`src/rtl/decode_params.svh`:
```
// decode stage widths, register count and bubble encoding shared by package and rtl
`ifndef DECODE_PARAMS_SVH
`define DECODE_PARAMS_SVH

// data path and instruction widths
`define XLEN        64
`define INSTR_W     32

// register file geometry
`define REG_IDX_W   5
`define NUM_REGS    32

// immediate fields as carried by the stage
`define IMM12_W     12
`define UIMM_W      20

// funct3 joined with the 7-bit major opcode
`define OP_TAG_W    10
// funct3 0 with the fence opcode, acts as a nop downstream
`define BUBBLE_OP_TAG 10'h00f

`endif

```
`src/rtl/decode_pkg.sv`:
```
// decode stage types: major opcode encoding and the structs passed between blocks
`include "decode_params.svh"

package decode_pkg;

    // rv64 major opcodes seen by the decoder
    typedef enum logic [6:0] {
        op_r      = 7'b0110011,
        op_r_w    = 7'b0111011,
        op_jalr   = 7'b1100111,
        op_load   = 7'b0000011,
        op_imm    = 7'b0010011,
        op_imm_w  = 7'b0011011,
        op_store  = 7'b0100011,
        op_branch = 7'b1100011,
        op_lui    = 7'b0110111,
        op_auipc  = 7'b0010111,
        op_jal    = 7'b1101111,
        op_fence  = 7'b0001111,
        op_system = 7'b1110011
    } major_op_e;

    // fields split out of one instruction
    typedef struct packed {
        logic [`REG_IDX_W-1:0] rs1;
        logic [`REG_IDX_W-1:0] rs2;
        logic [`REG_IDX_W-1:0] dest;
        logic [`IMM12_W-1:0]   imm12;
        logic [`UIMM_W-1:0]    uimm;
        logic [`OP_TAG_W-1:0]  op_tag;
    } dec_fields_t;

    // destinations still in flight further down the pipe
    typedef struct packed {
        logic [`REG_IDX_W-1:0] alu_dest;
        logic                  alu_is_store;
        logic [`REG_IDX_W-1:0] mem_dest;
        logic [`REG_IDX_W-1:0] wb_dest;
        logic                  mem_busy;
    } pipe_dests_t;

    // write-back port into the register file
    typedef struct packed {
        logic                  en;
        logic [`REG_IDX_W-1:0] idx;
        logic [`XLEN-1:0]      data;
    } wb_write_t;

    // what the stage hands to the alu stage
    typedef struct packed {
        logic [`REG_IDX_W-1:0] dest;
        logic [`REG_IDX_W-1:0] rs1;
        logic [`IMM12_W-1:0]   imm12;
        logic [`UIMM_W-1:0]    uimm;
        logic [`OP_TAG_W-1:0]  op_tag;
        logic [`XLEN-1:0]      pc;
        logic [`INSTR_W-1:0]   instr;
    } issue_t;

endpackage

```
`src/rtl/register_file.sv`:
```
// register file: 32 by 64-bit integer registers, one write port, two registered read ports
`timescale 1ns/1ps
`include "decode_params.svh"

module register_file import decode_pkg::*; (
    input  logic                  clk,
    input  logic                  reset,
    input  wb_write_t             wb_write,
    input  logic                  rd_en,
    input  logic [`REG_IDX_W-1:0] rd_idx_a,
    input  logic [`REG_IDX_W-1:0] rd_idx_b,
    output logic [`XLEN-1:0]      rd_data_a,
    output logic [`XLEN-1:0]      rd_data_b
);

    logic [`XLEN-1:0] regs [`NUM_REGS];

    // write port
    // x0 is never written, so it stays zero after reset
    always_ff @(posedge clk) begin
        if (reset) begin
            for (int i = 0; i < `NUM_REGS; i++) begin
                regs[i] <= '0;
            end
        end else if (wb_write.en && (wb_write.idx != '0)) begin
            regs[wb_write.idx] <= wb_write.data;
        end
    end

    // read ports sample the array before this edge's write
    // same-cycle read of the written index sees the old value
    always_ff @(posedge clk) begin
        if (reset) begin
            rd_data_a <= '0;
            rd_data_b <= '0;
        end else if (rd_en) begin
            rd_data_a <= regs[rd_idx_a];
            rd_data_b <= regs[rd_idx_b];
        end
        // rd_en low holds the operands across a stall
    end

endmodule

```
`config.mk`:
```
export PLATFORM = sky130hd
export DESIGN_NAME = register_file
export DESIGN_NICKNAME = d
export VERILOG_FILES = /design/src/rtl/decode_pkg.sv /design/src/rtl/register_file.sv
export VERILOG_INCLUDE_DIRS = /design/src /design/src/rtl
export SDC_FILE = /design/constraint.sdc
export NUM_CORES = 2
export LEC_CHECK = 0
export BUFFER_PORTS_ARGS = -buffer_cell sky130_fd_sc_hd__buf_4
export CORE_ASPECT_RATIO = 1.75
export CORE_MARGIN = 2
export CORE_UTILIZATION = 32
export DETAILED_ROUTE_END_ITERATION = 8
export PLACE_DENSITY = 0.49
export SKIP_CTS_REPAIR_TIMING = 1
export SLEW_MARGIN = 20
export SYNTH_ARGS = -nofsm -noshare
export SYNTH_HDL_FRONTEND = slang
export SYNTH_SLANG_ARGS = --single-unit
```
`constraint.sdc`:
```
create_clock -name clk -period 4.5 [get_ports clk]
set_input_delay 1.35 -clock clk [delete_from_list [all_inputs] [get_ports clk]]
set_output_delay 1.35 -clock clk [all_outputs]
set_load 0.02 [all_outputs]
```
==> results.json <==
{
  "run_status": "complete, no violations",
  "grt_max_degree": 94,
  "end_kind": "register",
  "synthFlopType": "edfxtp_1",
  "p_int_mw": 35.85,
  "track_usage": 0.2782,
  "dp_hpwl_um": 298400,
  "slew_violations": 0,
  "die_area_um2": 359000,
  "sw_frac_of_total": 0.2646,
  "synth.top_cell.area_share": 0.5428,
  "num_vias": 75080,
  "switchingPower_mw": 12.90,
  "ant_nets": 0,
  "pwr-share-comb": 0.131,
  "synth.most_common_cell": "edfxtp_1",
  "synth_cell_types": 49,
  "final_cells": 12560,
  "cts_buffer_depth": 4,
  "tns_ps": 0,
  "cts-root-buf": "clkbuf_16",
  "drc": 0,
  "synth_edf_count": 2048,
  "synth_area_leaders": "edfxtp_1 (54%), mux4_2 (17%), and2_1 (11%), mux2i_1 (3.9%), dfxtp_1 (2.3%)",
  "detail_route.vias_per_cell": 5.979,
  "fmaxAchievable_ghz": 0.2769,
  "row_count": 289,
  "ios": 211,
  "core_um2": 353300,
  "htreeDepth": 4,
  "numPlacedInstances": 12130,
  "p_leak_nw": 44.66,
  "antenna_found_initial": 83,
  "routedWlPerCell_um": 40.32,
  "power.share.clock": 0.374,
  "ys_seq_area_frac": 0.5654,
  "grt_pass1_vias": 77390,
  "place_congestion": 0.8349,
  "avgSynthCellArea_um2": 14.86,
  "chipWidth_um": 453.8,
  "final_nets": 7772,
  "p_seq_frac": 0.494,
  "io_buffer_count": 210,
  "start_util": 0.3207,
  "first_iter_violations": 9879,
  "dr.pass1.iters": 8,
  "min_path_type": "reg2reg",
  "path_class": "in2reg",
  "grt_pass1_wl_um": 677900,
  "fin_worst_skew_ps": 45.63,
  "p_per_area_nw_per_um2": 376.2,
  "ir_drop_v": 0.0002667,
  "cts_tree": "yes",
  "drive_above_1_share": 0.2509,
  "mappedNetlistArea_um2": 113300,
  "rsz0062_at_grt": "false",
  "drt-total-wl_um": 506400,
  "clkTransAtPathRegs_ps": 60,
  "critPathArrivalTime_ps": 4380,
  "setup_viol": 0,
  "cts-buffers-inserted": 210,
  "synth_top_area_cell": "edfxtp_1",
  "area_delta_synth_final_pct": 14.35,
  "cp-start-kind": "input pin",
  "synthArstFlopShare": 0,
  "ys_ff_latch": 2176,
  "synth_common_cells": "edfxtp_1 (2048), and2_1 (2045), mux4_2 (838)",
  "cp.required_ps": 5270,
  "fin_crit_ps": 3612,
  "tightest_slew_ps": 1133,
  "grt-ovfl-total": 0,
  "crit_fanout": 38,
  "cts.sinks": 2176,
  "hold_violations": 0,
  "cap_violations": 0,
  "clk_latency_ps": 940,
  "relSlewSlack": 0.2431,
  "syn_inst": 7623,
  "ys_warn_count": 0,
  "die_y_um": 791.2,
  "period_share": 0.8027
}
[routing by layer]
layer	GRT usage	vias to the layer above	share of wire
met5	0	-	0.00057
met2	0.4760	4456	0.50
li1	-	29410	-
met3	0.05226	1335	0.088
met4	0.1762	44	0.072
met1	0.3185	39840	0.34
[worst max-delay path, cell delays in order]
cell	delay, ps
buf_8	140
nand4b_1	730
buf_4	430
nor2_4	90
buf_4	520
buf_4	760
and2_1	230
[stage by stage]
stage / total power [mW] / instance area (um^2) / setup slack [ps] / hold slack (ps) / utilization
final: 48.75 / 129600 / 887.9 / 494.0 / 0.3667
after global routing: 49.83 / 129500 / 1013 / 505.1 / 0.3665
after floorplan: 27.72 / 113500 / 789.5 / 538.3 / -
after detailed placement: 30.88 / 122700 / 80.70 / 474.5 / 0.3474
after CTS: 48.87 / 129400 / 1025 / 486.0 / 0.3664
after global placement: 30.75 / 122700 / 75.61 / 469.4 / 0.3474
[sequential cells by signal, indices dropped and copies added (netlist names)]
name	flops
rd_data_b	64
rd_data_a	64
regs	2048
[logic make-up (layout without fill, tap and decap cells)]
logic type	after synthesis	in the layout	share of synthesized area
simple gates	2431	2431	0.1291
mux	1390	1390	0.2165
flops	2176	2176	0.5654
compound gates	775	775	0.05378
other cells	1	109	0.00003310
buf+inv	850	1021	0.03515
[cells in the final DEF, fill, tap and decap left out, types with 105 or more instances in the layout]
master / synthesis / layout
buf_12: 0 / 163
a211oi_1: 145 / 145
mux4_2: 838 / 838
buf_4: 87 / 467
and2_1: 2045 / 2042
clkbuf_16: 0 / 211
dfxtp_1: 128 / 128
mux2i_1: 447 / 447
mux2_2: 105 / 105
o221ai_1: 158 / 158
nor2_1: 203 / 164
edfxtp_1: 2048 / 2048
a22o_1: 153 / 153
[path summary, 6_finish.rpt]
check                from       endpoint  slack [ps]  cells after the start
max                 reset   regs[15][54]         890                      7
min          rd_data_a[2]   rd_data_a[2]         490                      2
max reg2reg  regs[16][49]  rd_data_a[49]        2250                      5
min reg2reg  rd_data_a[2]   rd_data_a[2]         490                      2
[area by class of cell]
| type | count | area (um^2) |
|---|---|---|
| fill | 33020 | 223700 |
| sequential | 2176 | 64060 |
| multi-input combinational | 4660 | 45940 |
| timing repair buffer | 638 | 6889 |
| tap | 4656 | 5826 |
| clock buffer | 288 | 5819 |
| clock inverter | 92 | 884.6 |
| antenna | 45 | 112.6 |
| inverter | 3 | 18.77 |
[power by group through the flow]
stage / Sequential [mW] / Combinational, mW / Clock (mW)
global route: 24.2 / 6.58 / 19.1
detailed placement: 24.5 / 6.37 / 0
floorplan: 24.2 / 3.48 / 0
global placement: 24.4 / 6.33 / 0
finish: 24.1 / 6.40 / 18.2
CTS: 24.1 / 6.38 / 18.4
(Power assumes the default switching activity.)
