### src/rtl/decode_params.svh
// decode stage widths, register count and bubble encoding shared by package and rtl
`ifndef DECODE_PARAMS_SVH
`define DECODE_PARAMS_SVH

// data path and instruction widths
`define XLEN        64
`define INSTR_W     32

// register file geometry
`define REG_IDX_W   5
`define NUM_REGS    32

// immediate fields as carried by the stage
`define IMM12_W     12
`define UIMM_W      20

// funct3 joined with the 7-bit major opcode
`define OP_TAG_W    10
// funct3 0 with the fence opcode, acts as a nop downstream
`define BUBBLE_OP_TAG 10'h00f

`endif

### src/rtl/decode_pkg.sv
// decode stage types: major opcode encoding and the structs passed between blocks
`include "decode_params.svh"

package decode_pkg;

    // rv64 major opcodes seen by the decoder
    typedef enum logic [6:0] {
        op_r      = 7'b0110011,
        op_r_w    = 7'b0111011,
        op_jalr   = 7'b1100111,
        op_load   = 7'b0000011,
        op_imm    = 7'b0010011,
        op_imm_w  = 7'b0011011,
        op_store  = 7'b0100011,
        op_branch = 7'b1100011,
        op_lui    = 7'b0110111,
        op_auipc  = 7'b0010111,
        op_jal    = 7'b1101111,
        op_fence  = 7'b0001111,
        op_system = 7'b1110011
    } major_op_e;

    // fields split out of one instruction
    typedef struct packed {
        logic [`REG_IDX_W-1:0] rs1;
        logic [`REG_IDX_W-1:0] rs2;
        logic [`REG_IDX_W-1:0] dest;
        logic [`IMM12_W-1:0]   imm12;
        logic [`UIMM_W-1:0]    uimm;
        logic [`OP_TAG_W-1:0]  op_tag;
    } dec_fields_t;

    // destinations still in flight further down the pipe
    typedef struct packed {
        logic [`REG_IDX_W-1:0] alu_dest;
        logic                  alu_is_store;
        logic [`REG_IDX_W-1:0] mem_dest;
        logic [`REG_IDX_W-1:0] wb_dest;
        logic                  mem_busy;
    } pipe_dests_t;

    // write-back port into the register file
    typedef struct packed {
        logic                  en;
        logic [`REG_IDX_W-1:0] idx;
        logic [`XLEN-1:0]      data;
    } wb_write_t;

    // what the stage hands to the alu stage
    typedef struct packed {
        logic [`REG_IDX_W-1:0] dest;
        logic [`REG_IDX_W-1:0] rs1;
        logic [`IMM12_W-1:0]   imm12;
        logic [`UIMM_W-1:0]    uimm;
        logic [`OP_TAG_W-1:0]  op_tag;
        logic [`XLEN-1:0]      pc;
        logic [`INSTR_W-1:0]   instr;
    } issue_t;

endpackage

### src/rtl/hazard_detector.sv
// hazard detector: stalls decode on a source matching an in-flight destination or busy memory
`timescale 1ns/1ps
`include "decode_params.svh"

module hazard_detector import decode_pkg::*; (
    input  dec_fields_t fields,
    input  pipe_dests_t pipe_dests,
    output logic        need_stall
);

    logic alu_hit;
    logic mem_hit;
    logic wb_hit;

    // destination 0 is never a real producer
    function automatic logic dest_hits(
        input logic [`REG_IDX_W-1:0] dest,
        input logic [`REG_IDX_W-1:0] src_a,
        input logic [`REG_IDX_W-1:0] src_b
    );
        return (dest != '0) && ((dest == src_a) || (dest == src_b));
    endfunction

    // a store in alu has no result to wait for
    assign alu_hit = dest_hits(pipe_dests.alu_dest, fields.rs1, fields.rs2)
                     && !pipe_dests.alu_is_store;

    // memory and write-back results not yet in the register file
    assign mem_hit = dest_hits(pipe_dests.mem_dest, fields.rs1, fields.rs2);
    assign wb_hit  = dest_hits(pipe_dests.wb_dest, fields.rs1, fields.rs2);

    // no forwarding, so any hit waits it out
    // busy memory backs up the whole pipe
    assign need_stall = alu_hit || mem_hit || wb_hit || pipe_dests.mem_busy;

endmodule

### config.mk
export PLATFORM = sky130hd
export DESIGN_NAME = hazard_detector
export DESIGN_NICKNAME = d
export VERILOG_FILES = /design/src/rtl/decode_pkg.sv /design/src/rtl/hazard_detector.sv
export VERILOG_INCLUDE_DIRS = /design/src /design/src/rtl
export SDC_FILE = /design/constraint.sdc
export NUM_CORES = 1
export LEC_CHECK = 0
export BUFFER_PORTS_ARGS = -buffer_cell sky130_fd_sc_hd__buf_2
export CAP_MARGIN = 20
export CORE_UTILIZATION = 26
export DETAILED_ROUTE_END_ITERATION = 12
export PLACE_DENSITY = 0.91
export SYNTH_ARGS = -nofsm -noshare
export SYNTH_HDL_FRONTEND = slang
export SYNTH_SLANG_ARGS = --single-unit
### constraint.sdc
create_clock -name vclk -period 2.4
set_input_delay 0.72 -clock vclk [all_inputs]
set_output_delay 0.72 -clock vclk [all_outputs]
set_load 0.01 [all_outputs]
==> results of run 1 <==
[routing by layer]
layer  share of wire (%)  vias to the layer above  wire length, µm
met5                   0                        -                0
li1                    -                      246                -
met1                  44                      226              562
met4                   0                        0                0
met2                  50                       24              632
met3                 6.3                        0               81
[final timing paths]
kind / startpoint / end / slack, ns / cells after the start
worst max-delay path: pipe_dests[3] / need_stall / -0.01 / 5
worst min-delay path: pipe_dests[0] / need_stall / 1.72 / 3
[timing repair]
action                                  in CTS  in global routing
pin swaps                                    5                  9
buffers inserted                             0                  0
resized for setup                            3                 16
endpoints found under the setup margin       1                  1
[per-stage QoR]
step	std cells	worst slack (ns)	setup TNS, ns	power [µW]
3_5_place_dp	100	-0.06956	-0.06956	107.6
5_1_grt	100	-0.07486	-0.07486	139.9
2_1_floorplan	51	0.1658	0	50.91
6_report	100	-0.01367	-0.01367	129.3
3_3_place_gp	100	-0.05533	-0.05533	103.3
4_1_cts	100	-0.03176	-0.03176	111.1
[final cells by class]
| cell class | count | area [µm²] |
|---|---|---|
| well taps | 15 | 18.77 |
| multi-input cells | 51 | 465.4 |
| fillers | 139 | 645.6 |
| repair buffers | 34 | 203.9 |
[cell usage after synthesis, drive strengths merged]
master,number
a21oi,1
nand3,6
nand4b,1
nor2,1
nor3,7
o21ai,1
o22ai,2
or4,2
xnor2,18
xor2,12
[critical path, stage by stage]
cell      delay, ns
buf_6          0.09
or4_4          0.53
o22ai_2        0.12
nand4b_1       0.09
buf_2          0.14
[logic make-up after synthesis]
family,after synthesis,share of synthesized area (%)
compound gates,4,5.957
simple gates,17,24.50
xor+xnor,30,69.54
[power groups by stage]
stage / clock [µW] / sequential (µW) / combinational (µW)
floorplan: 0 / 0 / 50.9
global placement: 0 / 0 / 103
detailed placement: 0 / 0 / 108
CTS: 0 / 0 / 111
global route: 0 / 0 / 140
finish: 0 / 0 / 129
==> results.py, run 1 <==
metrics = {
    "sta": {
        "whs_ns": 1.716,
        "slew_headroom_pct": 86.63,
        "setup_ws_ns": -0.01367,
        "rsz0062_at_grt": "true",
        "finalCritPeriodShare_pct": 100.6,
        "finalSetupViolations": 1,
        "slew_viol_final": 0,
        "layout_min_cycle_time_ns": 2.414,
        "max_clock_freq_ghz": 0.4143,
        "worst_pin_slew_ns": 0.1998,
        "finalHoldViolations": 0,
    },
    "detailed_routing": {
        "wl_per_cell_um": 12.76,
        "ant_nets": 0,
        "drcViolationCount": 0,
        "drt_first_pass_iters": 2,
        "drt-total-wl_mm": 1.276,
        "first_iter_violations": 4,
        "via_count": 496,
        "via_per_inst": 4.960,
    },
    "yosys": {
        "synth_area_leaders": "xnor2_1 (42%), xor2_1 (28%), nor3_1 (9.3%)",
        "synth-seq-area-share_pct": 0,
        "yosysTopAreaCell": "xnor2_1",
        "synth_area_per_cell_um2": 7.409,
        "synth_cell_types": 10,
        "synth-warning-count": 0,
        "synth_cells": 51,
        "syn_area_um2": 377.9,
        "synth_top_area_share_pct": 41.72,
        "synth_nets": 125,
    },
    "placed_design": {
        "dp_hpwl_mm": 1.031,
        "placed_area_um2": 581.8,
        "place_congestion": 0.8449,
        "numPortBuffers": 28,
    },
    "grt": {
        "use_met3_pct": 0,
        "grt_max_degree": 4,
        "grt_usage_pct": 15.53,
        "first_global_vias": 426,
        "grt-ovfl-total": 0,
        "grtUsageMet1_pct": 22.40,
        "grt_first_pass_wirelength_mm": 1.759,
        "use_met2_pct": 27.02,
        "grt.busiest_layer": "met2",
        "antenna_found_initial": 0,
    },
    "floorplan": {
        "dieArea_um2": 1610,
        "die_x_um": 40.12,
        "core_um2": 1334,
        "rows": 13,
        "start_util_pct": 28.33,
        "pin_count": 75,
        "fp.dieH_um": 40.12,
    },
    "pwr": {
        "p_comb_share_pct": 100.0,
        "seqPwrFrac_pct": 0,
        "swShare_pct": 46.90,
        "p_leak_uw": 0.0002962,
        "power_frac_clock_pct": 0,
        "p_sw_uw": 60.66,
        "power.density_nw_per_um2": 188.0,
        "ir_drop_mv": 0.08447,
        "intPower_uw": 68.69,
    },
    "setup_path": {
        "start_kind": "primary input",
        "worstPathRequired_ns": 1.68,
        "crit_arrival_ns": 1.69,
        "crit_path_end_kind": "primary output",
        "cp_max_fo": 2,
        "worstSetupPathType": "primary input to primary output",
    },
    "run_status": {
        "run_status": "complete, but fails checks",
        "violations": "negative setup slack",
    },
    "min_path": {
        "min_path_type": "primary input to primary output",
    },
    "layout": {
        "antenna_cells": 0,
        "utilization_pct": 51.59,
        "regArea_um2": 0,
        "drive_above_1_share_pct": 57.65,
        "stdcell_area_um2": 688.2,
        "nClkBuffers": 0,
        "nFlopsAndLatches": 0,
        "layout_common_cells": "buf_2 (25), xnor2_1 (13), xor2_1 (12)",
        "nNetsFinal": 161,
        "layout_commonest_cell": "buf_2",
        "area_delta_synth_final_pct": 82.12,
    },
    "clocking": {
        "holdBufCountCts": 0,
    },
    "job": {
        "drv_cap": 0,
    },
}
(Power assumes the default switching activity.)
==> run 2, diff against run 1 <==
--- a/config.mk
+++ b/config.mk
@@ -8,6 +8,7 @@
 export LEC_CHECK = 0
 export BUFFER_PORTS_ARGS = -buffer_cell sky130_fd_sc_hd__buf_2
 export CAP_MARGIN = 20
+export CORE_MARGIN = 3
 export CORE_UTILIZATION = 26
 export DETAILED_ROUTE_END_ITERATION = 12
 export PLACE_DENSITY = 0.91
==> run 2 against run 1 <==
The flow still finishes with violations (negative setup slack); sequential cell count stayed put; total power shrank 6.0%; cell count is the same; via count is the same; combinational power down 5%; global-route usage down 2.8 points; sequential share of layout area is the same; maximum frequency shrank 0.16%; largest cell class unchanged.
==> results.py, run 2 (same netlist as run 1, synthesis figures left out) <==
metrics = {
    "sta": {
        "slew_headroom_pct": 83.81,
        "slew_viol_final": 0,
        "fin_tns_setup_ns": -0.01742,
        "worst_pin_slew_ns": 0.2420,
        "setup_ws_ns": -0.01742,
        "finalCritPeriodShare_pct": 100.7,
        "whs_ns": 1.720,
        "finalHoldViolations": 0,
        "max_clock_freq_ghz": 0.4137,
        "rsz0062_at_grt": "true",
        "layout_min_cycle_time_ns": 2.417,
        "finalSetupViolations": 1,
    },
    "clocking": {
        "cts_setup_buffers": 0,
        "holdBufCountCts": 0,
    },
    "setup_path": {
        "worstSetupPathType": "primary input to primary output",
        "cp_cell_sequence": "buf_6 > or4_4 > o22ai_2 > nand4b_1 > buf_2",
        "worstPathRequired_ns": 1.68,
        "critical_path.top_delay_family": "simple AND/OR/NAND/NOR gates",
        "cp_max_fo": 2,
        "crit_arrival_ns": 1.70,
        "slowest_stage": "or4_4",
        "crit_path_max_incr_delay_ns": 0.52,
        "path_buf_inv": 2,
        "crit_path_end_kind": "primary output",
        "cp.depth": 5,
        "start_kind": "primary input",
    },
    "grt": {
        "antenna_found_initial": 0,
        "grt_usage_pct": 12.77,
        "grt-ovfl-total": 0,
        "grt_first_pass_wirelength_mm": 1.966,
        "first_global_vias": 488,
        "grt_max_degree": 4,
    },
    "detailed_routing": {
        "drcViolationCount": 0,
        "via_per_inst": 4.960,
        "first_iter_violations": 1,
        "drt_first_pass_iters": 4,
        "ant_nets": 0,
        "drt-total-wl_mm": 1.290,
        "wl_per_cell_um": 12.90,
        "via_count": 496,
    },
    "floorplan": {
        "rows": 13,
        "start_util_pct": 28.33,
        "die_x_um": 44.12,
        "pin_count": 75,
        "core_um2": 1334,
        "fp.dieH_um": 44.12,
        "dieArea_um2": 1947,
    },
    "placed_design": {
        "place_congestion": 0.9153,
        "placed_area_um2": 581.8,
        "numPortBuffers": 28,
        "dp_hpwl_mm": 1.059,
    },
    "min_path": {
        "min_to": "need_stall",
        "min_from": "pipe_dests[0]",
        "min_path_type": "primary input to primary output",
        "hold_depth": 3,
    },
    "layout": {
        "nNetsFinal": 161,
        "nFlopsAndLatches": 0,
        "n_fill_cell": 135,
        "regArea_um2": 0,
        "antenna_cells": 0,
        "nClkBuffers": 0,
        "layout_commonest_cell": "buf_2",
        "drive_above_1_share_pct": 50.59,
        "stdcell_area_um2": 650.6,
        "layout_common_cells": "buf_2 (25), xnor2_1 (17), xor2_1 (12)",
        "area_delta_synth_final_pct": 72.19,
    },
    "job": {
        "drv_cap": 0,
    },
    "run_status": {
        "run_status": "complete, but fails checks",
        "violations": "negative setup slack",
    },
    "pwr": {
        "ir_drop_mv": 0.08319,
        "p_leak_uw": 0.0002713,
        "power.density_nw_per_um2": 186.9,
    },
}
==> run 2: through the flow <==
step | util (%) | setup WS [ns] | total power [µW] | std cells
after global routing | 48.78 | -0.07846 | 131.7 | 100
after global placement | 43.62 | -0.05530 | 103.5 | 100
after detailed placement | 43.62 | -0.05249 | 107.7 | 100
after floorplan | - | 0.1658 | 50.91 | 51
final | 48.78 | -0.01742 | 121.6 | 100
after CTS | 45.22 | -0.02072 | 111.8 | 100
==> run 2: power by group <==
part	internal [µW]	switching (µW)	leakage [µW]
Sequential	0	0	0
Combinational	64.2	57.4	0.000271
Clock	0	0	0
Total	64.2	57.4	0.000271
==> run 2: worst max path at each step <==
| stage | slack [ns] | to | startpoint |
|---|---|---|---|
| 6_report | -0.02 | need_stall | pipe_dests[9] |
| 3_5_place_dp | -0.05 | need_stall | pipe_dests[7] |
| 2_1_floorplan | 0.17 | need_stall | pipe_dests[7] |
| 3_3_place_gp | -0.06 | need_stall | pipe_dests[7] |
| 5_1_grt | -0.08 | need_stall | pipe_dests[4] |
| 4_1_cts | -0.02 | need_stall | pipe_dests[9] |
==> run 2: metal layers <==
metal | part of all wire (%) | global-route usage (%) | routed length, µm
met5 | 0 | 0 | 0
met4 | 2.9 | 1.205 | 37
met3 | 8.8 | 0.4065 | 113
met2 | 42 | 20.64 | 547
met1 | 46 | 19.28 | 592
==> run 2: timing repair <==
action                                  4_1_cts  5_1_grt
endpoints found under the setup margin        1        1
pin swaps                                     7        8
cloned                                        0        0
gates resized for setup                       4        9
endpoints found under the hold margin         0        0
==> run 2: final cells by class <==
| class | count | area, µm² | area share, % |
|---|---|---|---|
| multi-input combinational | 51 | 424.2 | 65.19 |
| timing repair buffer | 34 | 207.7 | 31.92 |
| tap | 15 | 18.77 | 2.885 |
==> run 3, diff against run 2 <==
--- a/config.mk
+++ b/config.mk
@@ -8,10 +8,12 @@
 export LEC_CHECK = 0
 export BUFFER_PORTS_ARGS = -buffer_cell sky130_fd_sc_hd__buf_2
 export CAP_MARGIN = 20
+export CELL_PAD_IN_SITES_DETAIL_PLACEMENT = 1
+export CELL_PAD_IN_SITES_GLOBAL_PLACEMENT = 2
 export CORE_MARGIN = 3
-export CORE_UTILIZATION = 26
+export CORE_UTILIZATION = 10
 export DETAILED_ROUTE_END_ITERATION = 12
-export PLACE_DENSITY = 0.91
+export PLACE_DENSITY = 0.93
 export SYNTH_ARGS = -nofsm -noshare
 export SYNTH_HDL_FRONTEND = slang
 export SYNTH_SLANG_ARGS = --single-unit
==> run 3 against run 2 <==
Sequential cell count did not move; combinational power about the same; total power grew 1.1%; worst setup slack worse by 0.015 ns; cell area is 6.9% higher; hold slack better by 0.0085 ns; first-iteration DRC count rose to 3.0 times the previous value; largest power group unchanged; critical path depth is the same; count of clock-buffer cells in the layout unchanged; maximum frequency is 0.61% lower; the flow still finishes with violations (negative setup slack).
==> results.py, run 3 (same netlist as run 1, synthesis figures left out) <==
metrics = {
    "run_status": {
        "run_status": "complete, but fails checks",
        "violations": "negative setup slack",
    },
    "clocking": {
        "cts_setup_buffers": 0,
        "holdBufCountCts": 0,
    },
    "setup_path": {
        "worstPathRequired_ns": 1.68,
        "cp_cell_sequence": "buf_6 > or4_1 > o22ai_1 > nand4b_1 > buf_2",
        "start_kind": "primary input",
        "path_buf_inv": 2,
        "crit_path_end_kind": "primary output",
        "slowest_stage": "or4_1",
        "worstSetupPathType": "primary input to primary output",
        "critical_path.top_delay_family": "simple AND/OR/NAND/NOR gates",
        "crit_arrival_ns": 1.71,
        "crit_path_max_incr_delay_ns": 0.52,
        "cp_max_fo": 2,
    },
    "sta": {
        "whs_ns": 1.729,
        "slew_viol_final": 0,
        "setup_ws_ns": -0.03219,
        "worst_pin_slew_ns": 0.2701,
        "max_clock_freq_ghz": 0.4112,
        "layout_min_cycle_time_ns": 2.432,
        "finalHoldViolations": 0,
        "finalSetupViolations": 1,
        "finalCritPeriodShare_pct": 101.3,
        "rsz0062_at_grt": "true",
        "slew_headroom_pct": 81.80,
    },
    "pwr": {
        "p_leak_uw": 0.0002807,
        "power.density_nw_per_um2": 176.8,
        "ir_drop_mv": 0.06470,
    },
    "layout": {
        "area_delta_synth_final_pct": 84.11,
        "nClkBuffers": 0,
        "layout_commonest_cell": "buf_2",
        "regArea_um2": 0,
        "utilization_pct": 19.91,
        "layout_common_cells": "buf_2 (25), xnor2_1 (15), xor2_1 (12)",
        "antenna_cells": 0,
        "drive_above_1_share_pct": 50.59,
        "nNetsFinal": 161,
        "nFlopsAndLatches": 0,
    },
    "detailed_routing": {
        "drcViolationCount": 0,
        "wl_per_cell_um": 11.57,
        "drt-total-wl_mm": 1.516,
        "ant_nets": 0,
        "via_per_inst": 3.618,
        "via_count": 474,
        "drt_first_pass_iters": 2,
        "first_iter_violations": 3,
    },
    "floorplan": {
        "pin_count": 75,
        "core_um2": 3495,
        "fp.dieH_um": 67.47,
        "dieArea_um2": 4552,
        "start_util_pct": 10.81,
        "die_x_um": 67.47,
        "rows": 21,
    },
    "grt": {
        "grt-ovfl-total": 0,
        "first_global_vias": 501,
        "grt_max_degree": 4,
        "antenna_found_initial": 0,
        "grt_first_pass_wirelength_mm": 2.373,
        "grt_usage_pct": 6.690,
    },
    "placed_design": {
        "place_congestion": 0.8142,
        "numPortBuffers": 28,
        "dp_hpwl_mm": 1.389,
    },
    "job": {
        "drv_cap": 0,
    },
    "min_path": {
        "min_path_type": "primary input to primary output",
    },
}
## run 3: stage by stage
stage	total power [µW]	worst slack [ns]	std cells	setup TNS [ns]	area, µm²
2_1_floorplan	50.91	0.1658	51	0	377.9
3_3_place_gp	108.6	-0.09319	131	-0.09319	620.6
3_5_place_dp	110.1	-0.1039	131	-0.1039	620.6
4_1_cts	117.2	-0.04580	131	-0.04580	658.1
5_1_grt	135.6	-0.1136	131	-0.1136	695.7
6_report	123.0	-0.03219	131	-0.03219	695.7
## run 3: path summary, 6_finish.rpt
path,start,to,slack [ns],cells past startpoint
setup / recovery,pipe_dests[4],need_stall,-0.03,5
hold / removal,pipe_dests[0],need_stall,1.73,3
## run 3: power breakdown
group / internal [µW] / total (µW) / switching, µW
combinational: 65.7 / 123 / 57.3
clock: 0 / 0 / 0
sequential: 0 / 0 / 0
## run 3: routing by layer
layer  global-route usage, %  share of wire [%]
met1                   10.63                 52
met2                   9.964                 40
met3                  0.8319                8.3
met4                       0                  0
met5                       0                  0
## run 3: layout make-up
| cell class | count | area [µm²] |
|---|---|---|
| Fill cell | 435 | 2799 |
| Multi-Input combinational cell | 51 | 430.4 |
| Tap cell | 46 | 57.56 |
| Timing Repair Buffer | 34 | 207.7 |
## run 3: tightest hold or removal path, delay by kind of cell
family,cells,cell delay (ns)
buf+inv,2,0.19
simple gates,1,0.09
## run 3: repair_timing
item	in CTS	in global routing
pin swaps	5	7
resized for setup	7	6
setup endpoints to repair	1	1
cloned	0	0
