## config.mk

```make
export PLATFORM = sky130hd
export DESIGN_NAME = instr_field_decoder
export DESIGN_NICKNAME = d
export VERILOG_FILES = /design/src/rtl/decode_pkg.sv /design/src/rtl/instr_field_decoder.sv
export VERILOG_INCLUDE_DIRS = /design/src /design/src/rtl
export SDC_FILE = /design/constraint.sdc
export NUM_CORES = 1
export LEC_CHECK = 0
export BUFFER_PORTS_ARGS = -buffer_cell sky130_fd_sc_hd__buf_2
export CAP_MARGIN = 20
export CORE_MARGIN = 3
export CORE_UTILIZATION = 25
export DETAILED_ROUTE_END_ITERATION = 8
export SYNTH_ARGS = -nofsm -noshare
export SYNTH_HDL_FRONTEND = slang
export SYNTH_SLANG_ARGS = --single-unit
```

## constraint.sdc

```tcl
create_clock -name vclk -period 1.5
set_input_delay 0.3 -clock vclk [all_inputs]
set_output_delay 0.3 -clock vclk [all_outputs]
set_load 0.005 [all_outputs]
```

## src/rtl/decode_params.svh

```systemverilog
// decode stage widths, register count and bubble encoding shared by package and rtl
`ifndef DECODE_PARAMS_SVH
`define DECODE_PARAMS_SVH

// data path and instruction widths
`define XLEN        64
`define INSTR_W     32

// register file geometry
`define REG_IDX_W   5
`define NUM_REGS    32

// immediate fields as carried by the stage
`define IMM12_W     12
`define UIMM_W      20

// funct3 joined with the 7-bit major opcode
`define OP_TAG_W    10
// funct3 0 with the fence opcode, acts as a nop downstream
`define BUBBLE_OP_TAG 10'h00f

`endif

```

## src/rtl/decode_pkg.sv

```systemverilog
// decode stage types: major opcode encoding and the structs passed between blocks
`include "decode_params.svh"

package decode_pkg;

    // rv64 major opcodes seen by the decoder
    typedef enum logic [6:0] {
        op_r      = 7'b0110011,
        op_r_w    = 7'b0111011,
        op_jalr   = 7'b1100111,
        op_load   = 7'b0000011,
        op_imm    = 7'b0010011,
        op_imm_w  = 7'b0011011,
        op_store  = 7'b0100011,
        op_branch = 7'b1100011,
        op_lui    = 7'b0110111,
        op_auipc  = 7'b0010111,
        op_jal    = 7'b1101111,
        op_fence  = 7'b0001111,
        op_system = 7'b1110011
    } major_op_e;

    // fields split out of one instruction
    typedef struct packed {
        logic [`REG_IDX_W-1:0] rs1;
        logic [`REG_IDX_W-1:0] rs2;
        logic [`REG_IDX_W-1:0] dest;
        logic [`IMM12_W-1:0]   imm12;
        logic [`UIMM_W-1:0]    uimm;
        logic [`OP_TAG_W-1:0]  op_tag;
    } dec_fields_t;

    // destinations still in flight further down the pipe
    typedef struct packed {
        logic [`REG_IDX_W-1:0] alu_dest;
        logic                  alu_is_store;
        logic [`REG_IDX_W-1:0] mem_dest;
        logic [`REG_IDX_W-1:0] wb_dest;
        logic                  mem_busy;
    } pipe_dests_t;

    // write-back port into the register file
    typedef struct packed {
        logic                  en;
        logic [`REG_IDX_W-1:0] idx;
        logic [`XLEN-1:0]      data;
    } wb_write_t;

    // what the stage hands to the alu stage
    typedef struct packed {
        logic [`REG_IDX_W-1:0] dest;
        logic [`REG_IDX_W-1:0] rs1;
        logic [`IMM12_W-1:0]   imm12;
        logic [`UIMM_W-1:0]    uimm;
        logic [`OP_TAG_W-1:0]  op_tag;
        logic [`XLEN-1:0]      pc;
        logic [`INSTR_W-1:0]   instr;
    } issue_t;

endpackage

```

## src/rtl/instr_field_decoder.sv

```systemverilog
// instruction field decoder: splits a 32-bit instruction into indices, immediates and tag
`timescale 1ns/1ps
`include "decode_params.svh"

module instr_field_decoder import decode_pkg::*; (
    input  logic [`INSTR_W-1:0] instr,
    output dec_fields_t         fields
);

    major_op_e             major_op;
    logic [2:0]            funct3;
    logic [`REG_IDX_W-1:0] rs1_raw;
    logic [`REG_IDX_W-1:0] rs2_raw;
    logic [`REG_IDX_W-1:0] rd_raw;
    logic [`UIMM_W-1:0]    jal_offset;

    // raw slices, selected per class below
    assign major_op = major_op_e'(instr[6:0]);
    assign funct3   = instr[14:12];
    assign rs1_raw  = instr[19:15];
    assign rs2_raw  = instr[24:20];
    assign rd_raw   = instr[11:7];

    // jal offset bits 20, 10:1, 11, 19:12 put back in order
    // low bit of the offset is implied zero
    assign jal_offset = {instr[31], instr[19:12], instr[20], instr[30:21]};

    always_comb begin
        // imm12 passes through for every class
        fields.imm12  = instr[31:20];
        // defaults match an unknown opcode
        fields.rs1    = '0;
        fields.rs2    = '0;
        fields.dest   = '0;
        fields.uimm   = '0;
        fields.op_tag = '0;

        case (major_op)
            // register-register, both sources and a destination
            op_r,
            op_r_w: begin
                fields.rs1    = rs1_raw;
                fields.rs2    = rs2_raw;
                fields.dest   = rd_raw;
                fields.op_tag = {funct3, instr[6:0]};
            end

            // one source, immediate in imm12
            op_jalr,
            op_load,
            op_imm,
            op_imm_w: begin
                fields.rs1    = rs1_raw;
                fields.dest   = rd_raw;
                fields.op_tag = {funct3, instr[6:0]};
            end

            // csr and environment calls
            // csr number rides in imm12
            op_system: begin
                fields.rs1    = rs1_raw;
                fields.dest   = rd_raw;
                fields.op_tag = {funct3, instr[6:0]};
            end

            // stores and branches read two sources, write nothing
            // bits 11:7 hold immediate bits here, not a register
            op_store,
            op_branch: begin
                fields.rs1    = rs1_raw;
                fields.rs2    = rs2_raw;
                fields.op_tag = {funct3, instr[6:0]};
            end

            // upper immediates, no sources
            op_lui,
            op_auipc: begin
                fields.dest   = rd_raw;
                fields.uimm   = instr[31:12];
                fields.op_tag = {funct3, instr[6:0]};
            end

            // jump and link
            op_jal: begin
                fields.dest   = rd_raw;
                fields.uimm   = jal_offset;
                fields.op_tag = {funct3, instr[6:0]};
            end

            // fence reads and writes no registers
            // pred and succ bits stay in imm12
            op_fence: begin
                fields.op_tag = {funct3, instr[6:0]};
            end

            default: begin
                // unknown opcode, leave defaults
                fields.op_tag = '0;
            end
        endcase
    end

endmodule

```

==> summary.txt, run 1 <==
Worst hold path
  – Hold-critical path endpoint: fields[41]
  – HP Start: instr[31]
  – Worst Hold Path Cells: 2
  – Type of the worst min-delay path: input pin to output port

Power and ir drop
  – Switching Fraction: 0.502
  – Clock Power Share: 0
  – Pwr per Cell Area: 206 nW/µm²
  – Sequential power share: 0
  – Leakage Power: 0.803 nW
  – Int Power: 0.159 mW
  – Comb pwr share: 1.000
  – Peak VDD IR: 129 µV
  – Power Total: 0.319 mW
  – Psw: 0.160 mW

Placement
  – Routability Congestion: 0.825
  – Pre-CTS setup slack: -0.164 ns
  – Buffers on Ports: 89
  – Detailed Place HPWL: 2470 µm

Logic synthesis
  – Seq/Total Area, Yosys: 0
  – Mapped Cells: 108
  – Commonest cells in the netlist: a22o_1 (19), a21oi_1 (18), nand2_1 (17)
  – Syn Nets: 140
  – Syn_area_per_cell: 7.07 µm²
  – Synth area leader: a22o_1
  – Area contributors post-synth: a22o_1 (22%), buf_4 (14%), a21oi_1 (12%)
  – Yosys warning count: 0
  – Top-area cell type share of the netlist area: 0.218
  – Cell variety after synth: 28
  – Post-Syn Area: 763 µm²
  – Top-count cell post-synth: a22o_1

Detailed routing
  – Antenna viol nets, final: 0
  – Vias: 1163
  – Vias per cell: 5.06
  – Initial DRT Pass Iterations: 4
  – Routed wire length: 3500 µm
  – Initial DRC count: 26
  – DRC errors left: 0
  – DR WL/cell: 15.2 µm

STA
  – TNS Setup: -0.802 ns
  – RSZ-0062 raised after global routing: true
  – Post-route setup slack: -0.0501 ns
  – Final setup fails: 33
  – Slew headroom: 0.762
  – Final worst-path cycle share: 1.03
  – Hold Vio Cnt, Final: 0
  – Tightest Pin Transition: 0.357 ns
  – Count of pins over their slew limit: 0
  – Fmax: 645 MHz
  – Post-layout minimum cycle time: 1.55 ns

Cells and area
  – Fraction of layout cells with a size suffix above 1: 0.754
  – FF+latch area: 0 µm²
  – Area Growth Syn to Fin: 103%
  – Antenna diodes: 0
  – Nets@finish: 233
  – Sequential cell count: 0
  – CLK BUF: 0

Die
  – Die width: 61.3 µm
  – Initial core utilization: 0.270
  – # rows: 19
  – I/O pin count: 89
  – DIE HEIGHT: 61.3 µm
  – Die area: 3750 µm²
  – Core box area: 2830 µm²

GRT
  – First-pass GRT wire length: 4560 µm
  – GRT overflow: 0
  – Met1 Usage GRT: 0.193
  – Initial antenna violation count: 0
  – Most crowded layer after global routing: met2
  – Met3 Use GR: 0.0168
  – Vias in the first global route: 977
  – GR Layer Usage met2: 0.305
  – Tot GR Track Use: 0.156
  – Largest net degree at the start of global routing: 21

Critical path
  – Worst-path fanout max: 10
  – Req. time, crit path: 1.20 ns
  – Arrival time at the worst endpoint: 1.25 ns
  – CP startpoint kind: input pin
  – Crit. Startpoint: instr[5]
  – CP endpoint kind: output port
  – Critical path class: input pin to output port

Status
  – Failing checks: setup timing
  – Status: finished with violations

Clock network
  – Hold buffers post-CTS: 0

Run
  – Max cap viols: 0
how the worst max path moves through the flow:
stage	to	slack [ns]	cells after the start
global route	fields[5]	-0.1	6
detailed placement	fields[5]	-0.16	6
global placement	fields[5]	-0.15	6
finish	fields[24]	-0.05	7
floorplan	fields[10]	0.08	5
CTS	fields[50]	-0.05	6
logic make-up (layout without fill, tap and decap cells):
group	after synthesis	in the layout	synth area share
compound gates	48	48	0.482
simple gates	37	39	0.293
buf+inv	23	112	0.225
power by group through the flow:
stage	clock (mW)	sequential, mW	combinational (mW)
floorplan	0	0	0.121
global placement	0	0	0.239
detailed placement	0	0	0.241
CTS	0	0	0.290
global route	0	0	0.346
finish	0	0	0.319
worst max-delay path, cell delays in order:
cell	delay (ns)
buf_8	0.09
nand3_4	0.12
nor3_4	0.23
buf_12	0.14
clkbuf_16	0.14
a22o_1	0.11
buf_2	0.11
stage by stage:
| stage | std cells | util | hold slack (ns) | area, µm² |
|---|---|---|---|---|
| 2_1_floorplan | 108 | - | 0.674 | 763 |
| 3_3_place_gp | 224 | 0.433 | 0.787 | 1220 |
| 3_5_place_dp | 224 | 0.433 | 0.788 | 1220 |
| 4_1_cts | 228 | 0.491 | 0.788 | 1390 |
| 5_1_grt | 230 | 0.548 | 0.799 | 1550 |
| 6_report | 230 | 0.548 | 0.786 | 1550 |
what timing repair did:
item                                   4_1_cts  5_1_grt
buffers inserted                             3        1
pin swaps                                   10       19
cloned                                       2        2
endpoints found under the hold margin        0        0
setup endpoints to repair                   44       44
gates resized for setup                     36       24
cell type report:
cell class / count / area (µm²)
multi-input cells: 87 / 762
fillers: 280 / 1280
repair buffers: 110 / 742
well taps: 31 / 38.8
inverters: 2 / 7.51
layout by cell type, fill, tap and decap left out, types with 5 or more instances in the layout:
| master | synthesis | layout |
|---|---|---|
| buf_2 | 2 | 82 |
| a22o_1 | 19 | 19 |
| nand2_1 | 17 | 17 |
| a21oi_2 | 0 | 17 |
| buf_4 | 14 | 13 |
| buf_6 | 4 | 7 |
| and2_1 | 6 | 5 |
routing by layer:
layer,vias up,wire [µm]
met5,-,0
met4,0,0
met3,0,369
met2,66,1770
met1,520,1360
li1,577,-
Note: power is estimated with default switching activity, not from simulation.
==> run 2, diff against run 1 <==
==> constraint.sdc (replaced) <==
create_clock -name vclk -period 1.5
set_input_delay 0.15 -clock vclk [all_inputs]
set_output_delay 0.15 -clock vclk [all_outputs]
set_load 0.005 [all_outputs]
==> run 2 against run 1 <==
  * The run now ends clean
  * Count of clock-buffer cells in the layout unchanged
  * Core utilization decreased by 14 points
  * Largest power group unchanged
  * Critical path depth shrank 1
  * Design area down 26%
  * Critical path type unchanged
  * Non-clock buffer count decreased by 16
  * Total power shrank 32%
  * Critical endpoint is now fields[7]
  * First-iteration DRC count increased by 100%
  * Die area did not move
  * Sequential share of layout area did not move
==> summary.txt, run 2 (same netlist as run 1, synthesis figures left out) <==
Cells and area
  – Final non-filler cell total: 212 (was 230)
  – Antenna diodes: 0 (unchanged)
  – Nets@finish: 215 (was 233)
  – Area Growth Syn to Fin: 50.0% (was 103%)
  – Sequential cell count: 0 (unchanged)
  – FF+latch area: 0 µm² (unchanged)
  – Fillers: 298 (was 280)
  – Commonest non-fill, non-tap cell in the layout: buf_2 (unchanged)
  – Fraction of layout cells with a size suffix above 1: 0.575 (was 0.754)
  – Non-Filler Cell Area, Final: 1140 µm² (was 1550 µm²)
  – Commonest cells after routing, fill and taps aside: buf_2 (89), a22o_1 (19), a21oi_1 (18) (was buf_2 (82), a22o_1 (19), nand2_1 (17), a21oi_2 (17), buf_4 (13))
  – CLK BUF: 0 (unchanged)

Placement
  – Buffers on Ports: 89 (unchanged)
  – Cell Area, Placed: 1120 µm² (was 1220 µm²)
  – Inst Count DP: 210 (was 224)
  – Detailed Place HPWL: 2280 µm (was 2470 µm)
  – Routability Congestion: 0.810 (was 0.825)

Critical path
  – Worst-path fanout max: 11 (was 10)
  – Arrival time at the worst endpoint: 1.27 ns (was 1.25 ns)
  – Critical path class: input pin to output port (unchanged)
  – CP endpoint kind: output port (unchanged)
  – CP startpoint kind: input pin (unchanged)
  – Req. time, crit path: 1.35 ns (was 1.20 ns)

Worst hold path
  – Worst Hold Path Cells: 2 (unchanged)
  – Type of the worst min-delay path: input pin to output port (unchanged)
  – HP Start: instr[31] (unchanged)
  – Hold-critical path endpoint: fields[41] (unchanged)

GRT
  – GRT overflow: 0 (unchanged)
  – Vias in the first global route: 870 (was 977)
  – First-pass GRT wire length: 3970 µm (was 4560 µm)
  – Largest net degree at the start of global routing: 21 (unchanged)
  – Initial antenna violation count: 0 (unchanged)
  – Tot GR Track Use: 0.131 (was 0.156)

STA
  – TNS Setup: 0 ns (was -0.802 ns)
  – Post-layout minimum cycle time: 1.42 ns (was 1.55 ns)
  – Hold Vio Cnt, Final: 0 (unchanged)
  – Final worst-path cycle share: 0.945 (was 1.03)
  – Fmax: 705 MHz (was 645 MHz)
  – Final hold slack: 0.488 ns (was 0.786 ns)
  – Tightest Pin Transition: 0.399 ns (was 0.357 ns)
  – Slew headroom: 0.734 (was 0.762)
  – Final setup fails: 0 (was 33)
  – Count of pins over their slew limit: 0 (unchanged)
  – RSZ-0062 raised after global routing: false (was true)

Power and ir drop
  – Clock Power Share: 0 (about the same)
  – Pwr per Cell Area: 191 nW/µm² (was 206 nW/µm²)
  – Peak VDD IR: 114 µV (was 129 µV)
  – Int Power: 0.0991 mW (was 0.159 mW)
  – Sequential power share: 0 (about the same)
  – Leakage Power: 0.657 nW (was 0.803 nW)
  – Switching Fraction: 0.547 (was 0.502)
  – Comb pwr share: 1.000 (about the same)
  – Psw: 0.119 mW (was 0.160 mW)

Detailed routing
  – Vias per cell: 4.92 (was 5.06)
  – Initial DRT Pass Iterations: 4 (unchanged)
  – Vias: 1043 (was 1163)
  – DR WL/cell: 13.2 µm (was 15.2 µm)
  – Routed wire length: 2790 µm (was 3500 µm)
  – DRC errors left: 0 (unchanged)
  – Antenna viol nets, final: 0 (unchanged)
  – Initial DRC count: 52 (was 26)

Run
  – Max cap viols: 0 (unchanged)

Die
  – # rows: 19 (unchanged)
  – I/O pin count: 89 (unchanged)
  – DIE HEIGHT: 61.3 µm (unchanged)
  – Die width: 61.3 µm (unchanged)
  – Die area: 3750 µm² (unchanged)
  – Core box area: 2830 µm² (unchanged)
  – Initial core utilization: 0.270 (unchanged)

Status
  – Status: complete, no violations (was finished with violations)
run 2: power by group through the flow:
| stage | Combinational [mW] | Clock [mW] | Sequential [mW] |
|---|---|---|---|
| 3_3_place_gp | 0.210 | 0 | 0 |
| 6_report | 0.219 | 0 | 0 |
| 2_1_floorplan | 0.121 | 0 | 0 |
| 3_5_place_dp | 0.210 | 0 | 0 |
| 5_1_grt | 0.244 | 0 | 0 |
| 4_1_cts | 0.211 | 0 | 0 |
run 2: worst max-delay path by stage:
stage,start,to,cells after the start
2_1_floorplan,instr[1],fields[10],5
3_3_place_gp,instr[2],fields[5],5
3_5_place_dp,instr[2],fields[7],5
4_1_cts,instr[2],fields[7],5
5_1_grt,instr[3],fields[7],6
6_report,instr[4],fields[7],6
run 2: metrics by stage:
step	total power [mW]	setup WS, ns	util
2_1_floorplan	0.121	0.377	-
3_5_place_dp	0.210	0.0620	0.395
6_report	0.219	0.0818	0.405
5_1_grt	0.244	0.0142	0.405
3_3_place_gp	0.210	0.0954	0.395
4_1_cts	0.211	0.0586	0.395
run 2: layer usage:
layer	vias up	GRT usage	wire, µm	part of all wire
li1	531	-	-	-
met1	442	0.171	1170	0.42
met2	70	0.242	1240	0.45
met3	0	0.0168	378	0.14
met4	0	0	0	0
met5	-	0	0	0
run 2: worst max-delay path, stage by stage:
cell      delay (ns)
buf_2           0.23
a21boi_1        0.32
o31ai_4         0.12
buf_4           0.16
a21oi_1         0.15
buf_2           0.14
run 2: final cells by class:
cell class | count | area, µm² | share of cell area
inverter | 2 | 7.51 | 0.00656
multi-input combinational | 85 | 603 | 0.527
tap | 31 | 38.8 | 0.0339
timing repair buffer | 94 | 495 | 0.433
run 2: repair_timing:
action,CTS,global route
hold buffers,0,0
setup endpoints to repair,0,2
buffers inserted,0,2
gates resized for setup,0,2
==> run 3, diff against run 2 <==
--- a/config.mk
+++ b/config.mk
@@ -11,6 +11,8 @@
 export CORE_MARGIN = 3
 export CORE_UTILIZATION = 25
 export DETAILED_ROUTE_END_ITERATION = 8
+export RECOVER_POWER = 50
+export SLEW_MARGIN = 10
 export SYNTH_ARGS = -nofsm -noshare
 export SYNTH_HDL_FRONTEND = slang
 export SYNTH_SLANG_ARGS = --single-unit
==> constraint.sdc (replaced) <==
create_clock -name vclk -period 1.6
set_input_delay 0.16 -clock vclk [all_inputs]
set_output_delay 0.16 -clock vclk [all_outputs]
set_load 0.005 [all_outputs]
==> run 3 against run 2 <==
  * Critical path depth fell by 1
  * First-iteration DRC count rose by 50%
  * Via count fell by 0.29%
  * Total power fell by 13%
  * Cell count fell by 1.4%
  * Non-clock buffer count fell by 3
  * Global-route usage fell by 1.1 points
  * Hold slack improved by 0.027 ns
  * Core utilization fell by 1.9 points
  * Routed wire length fell by 1.6%
  * Largest cell class unchanged
==> summary.txt, run 3 (same netlist as run 1, synthesis figures left out) <==
Status
  – Status: complete, no violations (unchanged)

Placement
  – Routability Congestion: 0.784 (was 0.810)
  – Buffers on Ports: 89 (unchanged)
  – Pre-CTS setup slack: 0.163 ns (was 0.0620 ns)
  – Inst Count DP: 209 (was 210)
  – Cell Area, Placed: 1110 µm² (was 1120 µm²)
  – Detailed Place HPWL: 2280 µm (about the same)

Critical path
  – Critical Path Max Stage Delay: 0.44 ns (was 0.32 ns)
  – Req. time, crit path: 1.44 ns (was 1.35 ns)
  – Critical path class: input pin to output port (unchanged)
  – Slowest cell on the critical path: o31ai_4 (was a21boi_1)
  – Arrival time at the worst endpoint: 1.29 ns (was 1.27 ns)
  – CP endpoint kind: output port (unchanged)
  – CP delay by family, top: compound AO/OA/AOI/OAI gates (unchanged)
  – Most numerous cell on the critical path: buf_2 (unchanged)
  – Worst-path cell chain: buf_2 > nor2_1 > o31ai_4 > a21oi_1 > buf_2 (was buf_2 > a21boi_1 > o31ai_4 > buf_4 > a21oi_1 > buf_2)
  – Worst-path fanout max: 13 (was 11)
  – WP buf/inv: 2 (was 3)
  – CP startpoint kind: input pin (unchanged)

Detailed routing
  – DR WL/cell: 13.1 µm (was 13.2 µm)
  – Vias per cell: 4.98 (was 4.92)
  – DRC errors left: 0 (unchanged)
  – Routed wire length: 2750 µm (was 2790 µm)
  – Initial DRT Pass Iterations: 4 (unchanged)
  – Initial DRC count: 78 (was 52)
  – Antenna viol nets, final: 0 (unchanged)
  – Vias: 1040 (was 1043)

Power and ir drop
  – Peak VDD IR: 113 µV (was 114 µV)
  – Leakage Power: 0.584 nW (was 0.657 nW)
  – Pwr per Cell Area: 174 nW/µm² (was 191 nW/µm²)
  – Power Total: 0.190 mW (was 0.219 mW)

Die
  – Core box area: 2830 µm² (unchanged)
  – DIE HEIGHT: 61.3 µm (unchanged)
  – # rows: 19 (unchanged)
  – I/O pin count: 89 (unchanged)
  – Die area: 3750 µm² (unchanged)
  – Die width: 61.3 µm (unchanged)
  – Initial core utilization: 0.270 (unchanged)

Cells and area
  – Nets@finish: 212 (was 215)
  – Commonest cells after routing, fill and taps aside: buf_2 (72), a22o_1 (19), a21oi_1 (18) (was buf_2 (89), a22o_1 (19), a21oi_1 (18))
  – Sequential cell count: 0 (unchanged)
  – FF+latch area: 0 µm² (unchanged)
  – Fraction of layout cells with a size suffix above 1: 0.472 (was 0.575)
  – Non-Filler Cell Area, Final: 1090 µm² (was 1140 µm²)
  – CLK BUF: 0 (unchanged)
  – Area Growth Syn to Fin: 43.0% (was 50.0%)
  – Post-Route Utilization: 0.386 (was 0.405)
  – Final non-filler cell total: 209 (was 212)
  – Commonest non-fill, non-tap cell in the layout: buf_2 (unchanged)
  – Antenna diodes: 0 (unchanged)

STA
  – Hold Vio Cnt, Final: 0 (unchanged)
  – Final hold slack: 0.515 ns (was 0.488 ns)
  – Final setup fails: 0 (unchanged)
  – Post-layout minimum cycle time: 1.45 ns
  – RSZ-0062 raised after global routing: false (unchanged)
  – Count of pins over their slew limit: 0 (unchanged)
  – Fmax: 689 MHz
  – TNS Setup: 0 ns (unchanged)
  – Tightest Pin Transition: 0.498 ns (was 0.399 ns)
  – Slew headroom: 0.665 (was 0.734)
  – Post-route setup slack: 0.148 ns (was 0.0818 ns)
  – Final worst-path cycle share: 0.907

GRT
  – First-pass GRT wire length: 3610 µm (was 3970 µm)
  – GRT overflow: 0 (unchanged)
  – Initial antenna violation count: 0 (unchanged)
  – Vias in the first global route: 786 (was 870)
  – Tot GR Track Use: 0.120 (was 0.131)
  – Largest net degree at the start of global routing: 21 (unchanged)

Worst hold path
  – Type of the worst min-delay path: input pin to output port (unchanged)

Run
  – Max cap viols: 0 (unchanged)

Clock network
  – PostCTS Resize Cnt: 0 (unchanged)
  – Setup bufs post-CTS: 0 (unchanged)
  – Hold buffers post-CTS: 0 (unchanged)
[run 3: cell count changes in the layout (fill, tap and decap cells not counted), sizes merged]
cell	change
clkbuf	+17
buf	-20
[run 3: power breakdown]
part | internal (mW) | leakage, nW | switching (mW) | total, mW
clock network | 0 | 0 | 0 | 0
logic | 0.0805 | 0.584 | 0.110 | 0.190
registers | 0 | 0 | 0 | 0
total | 0.0805 | 0.584 | 0.110 | 0.190
[run 3: cell type report]
class,count,area (µm²)
tap,31,38.8
multi-input combinational,85,592
inverter,2,7.51
fill,308,1740
timing repair buffer,91,453
[run 3: path summary, 6_finish.rpt]
kind / from / to / cells after the start
hold / removal: instr[31] / fields[41] / 2
setup / recovery: instr[2] / fields[7] / 5
[run 3: routing by layer]
| layer | part of all wire | track usage | up-vias |
|---|---|---|---|
| met1 | 0.45 | 0.168 | 445 |
| met5 | 0 | 0 | - |
| met2 | 0.42 | 0.208 | 64 |
| met4 | 0 | 0 | 0 |
| met3 | 0.13 | 0.0168 | 0 |
| li1 | - | - | 531 |
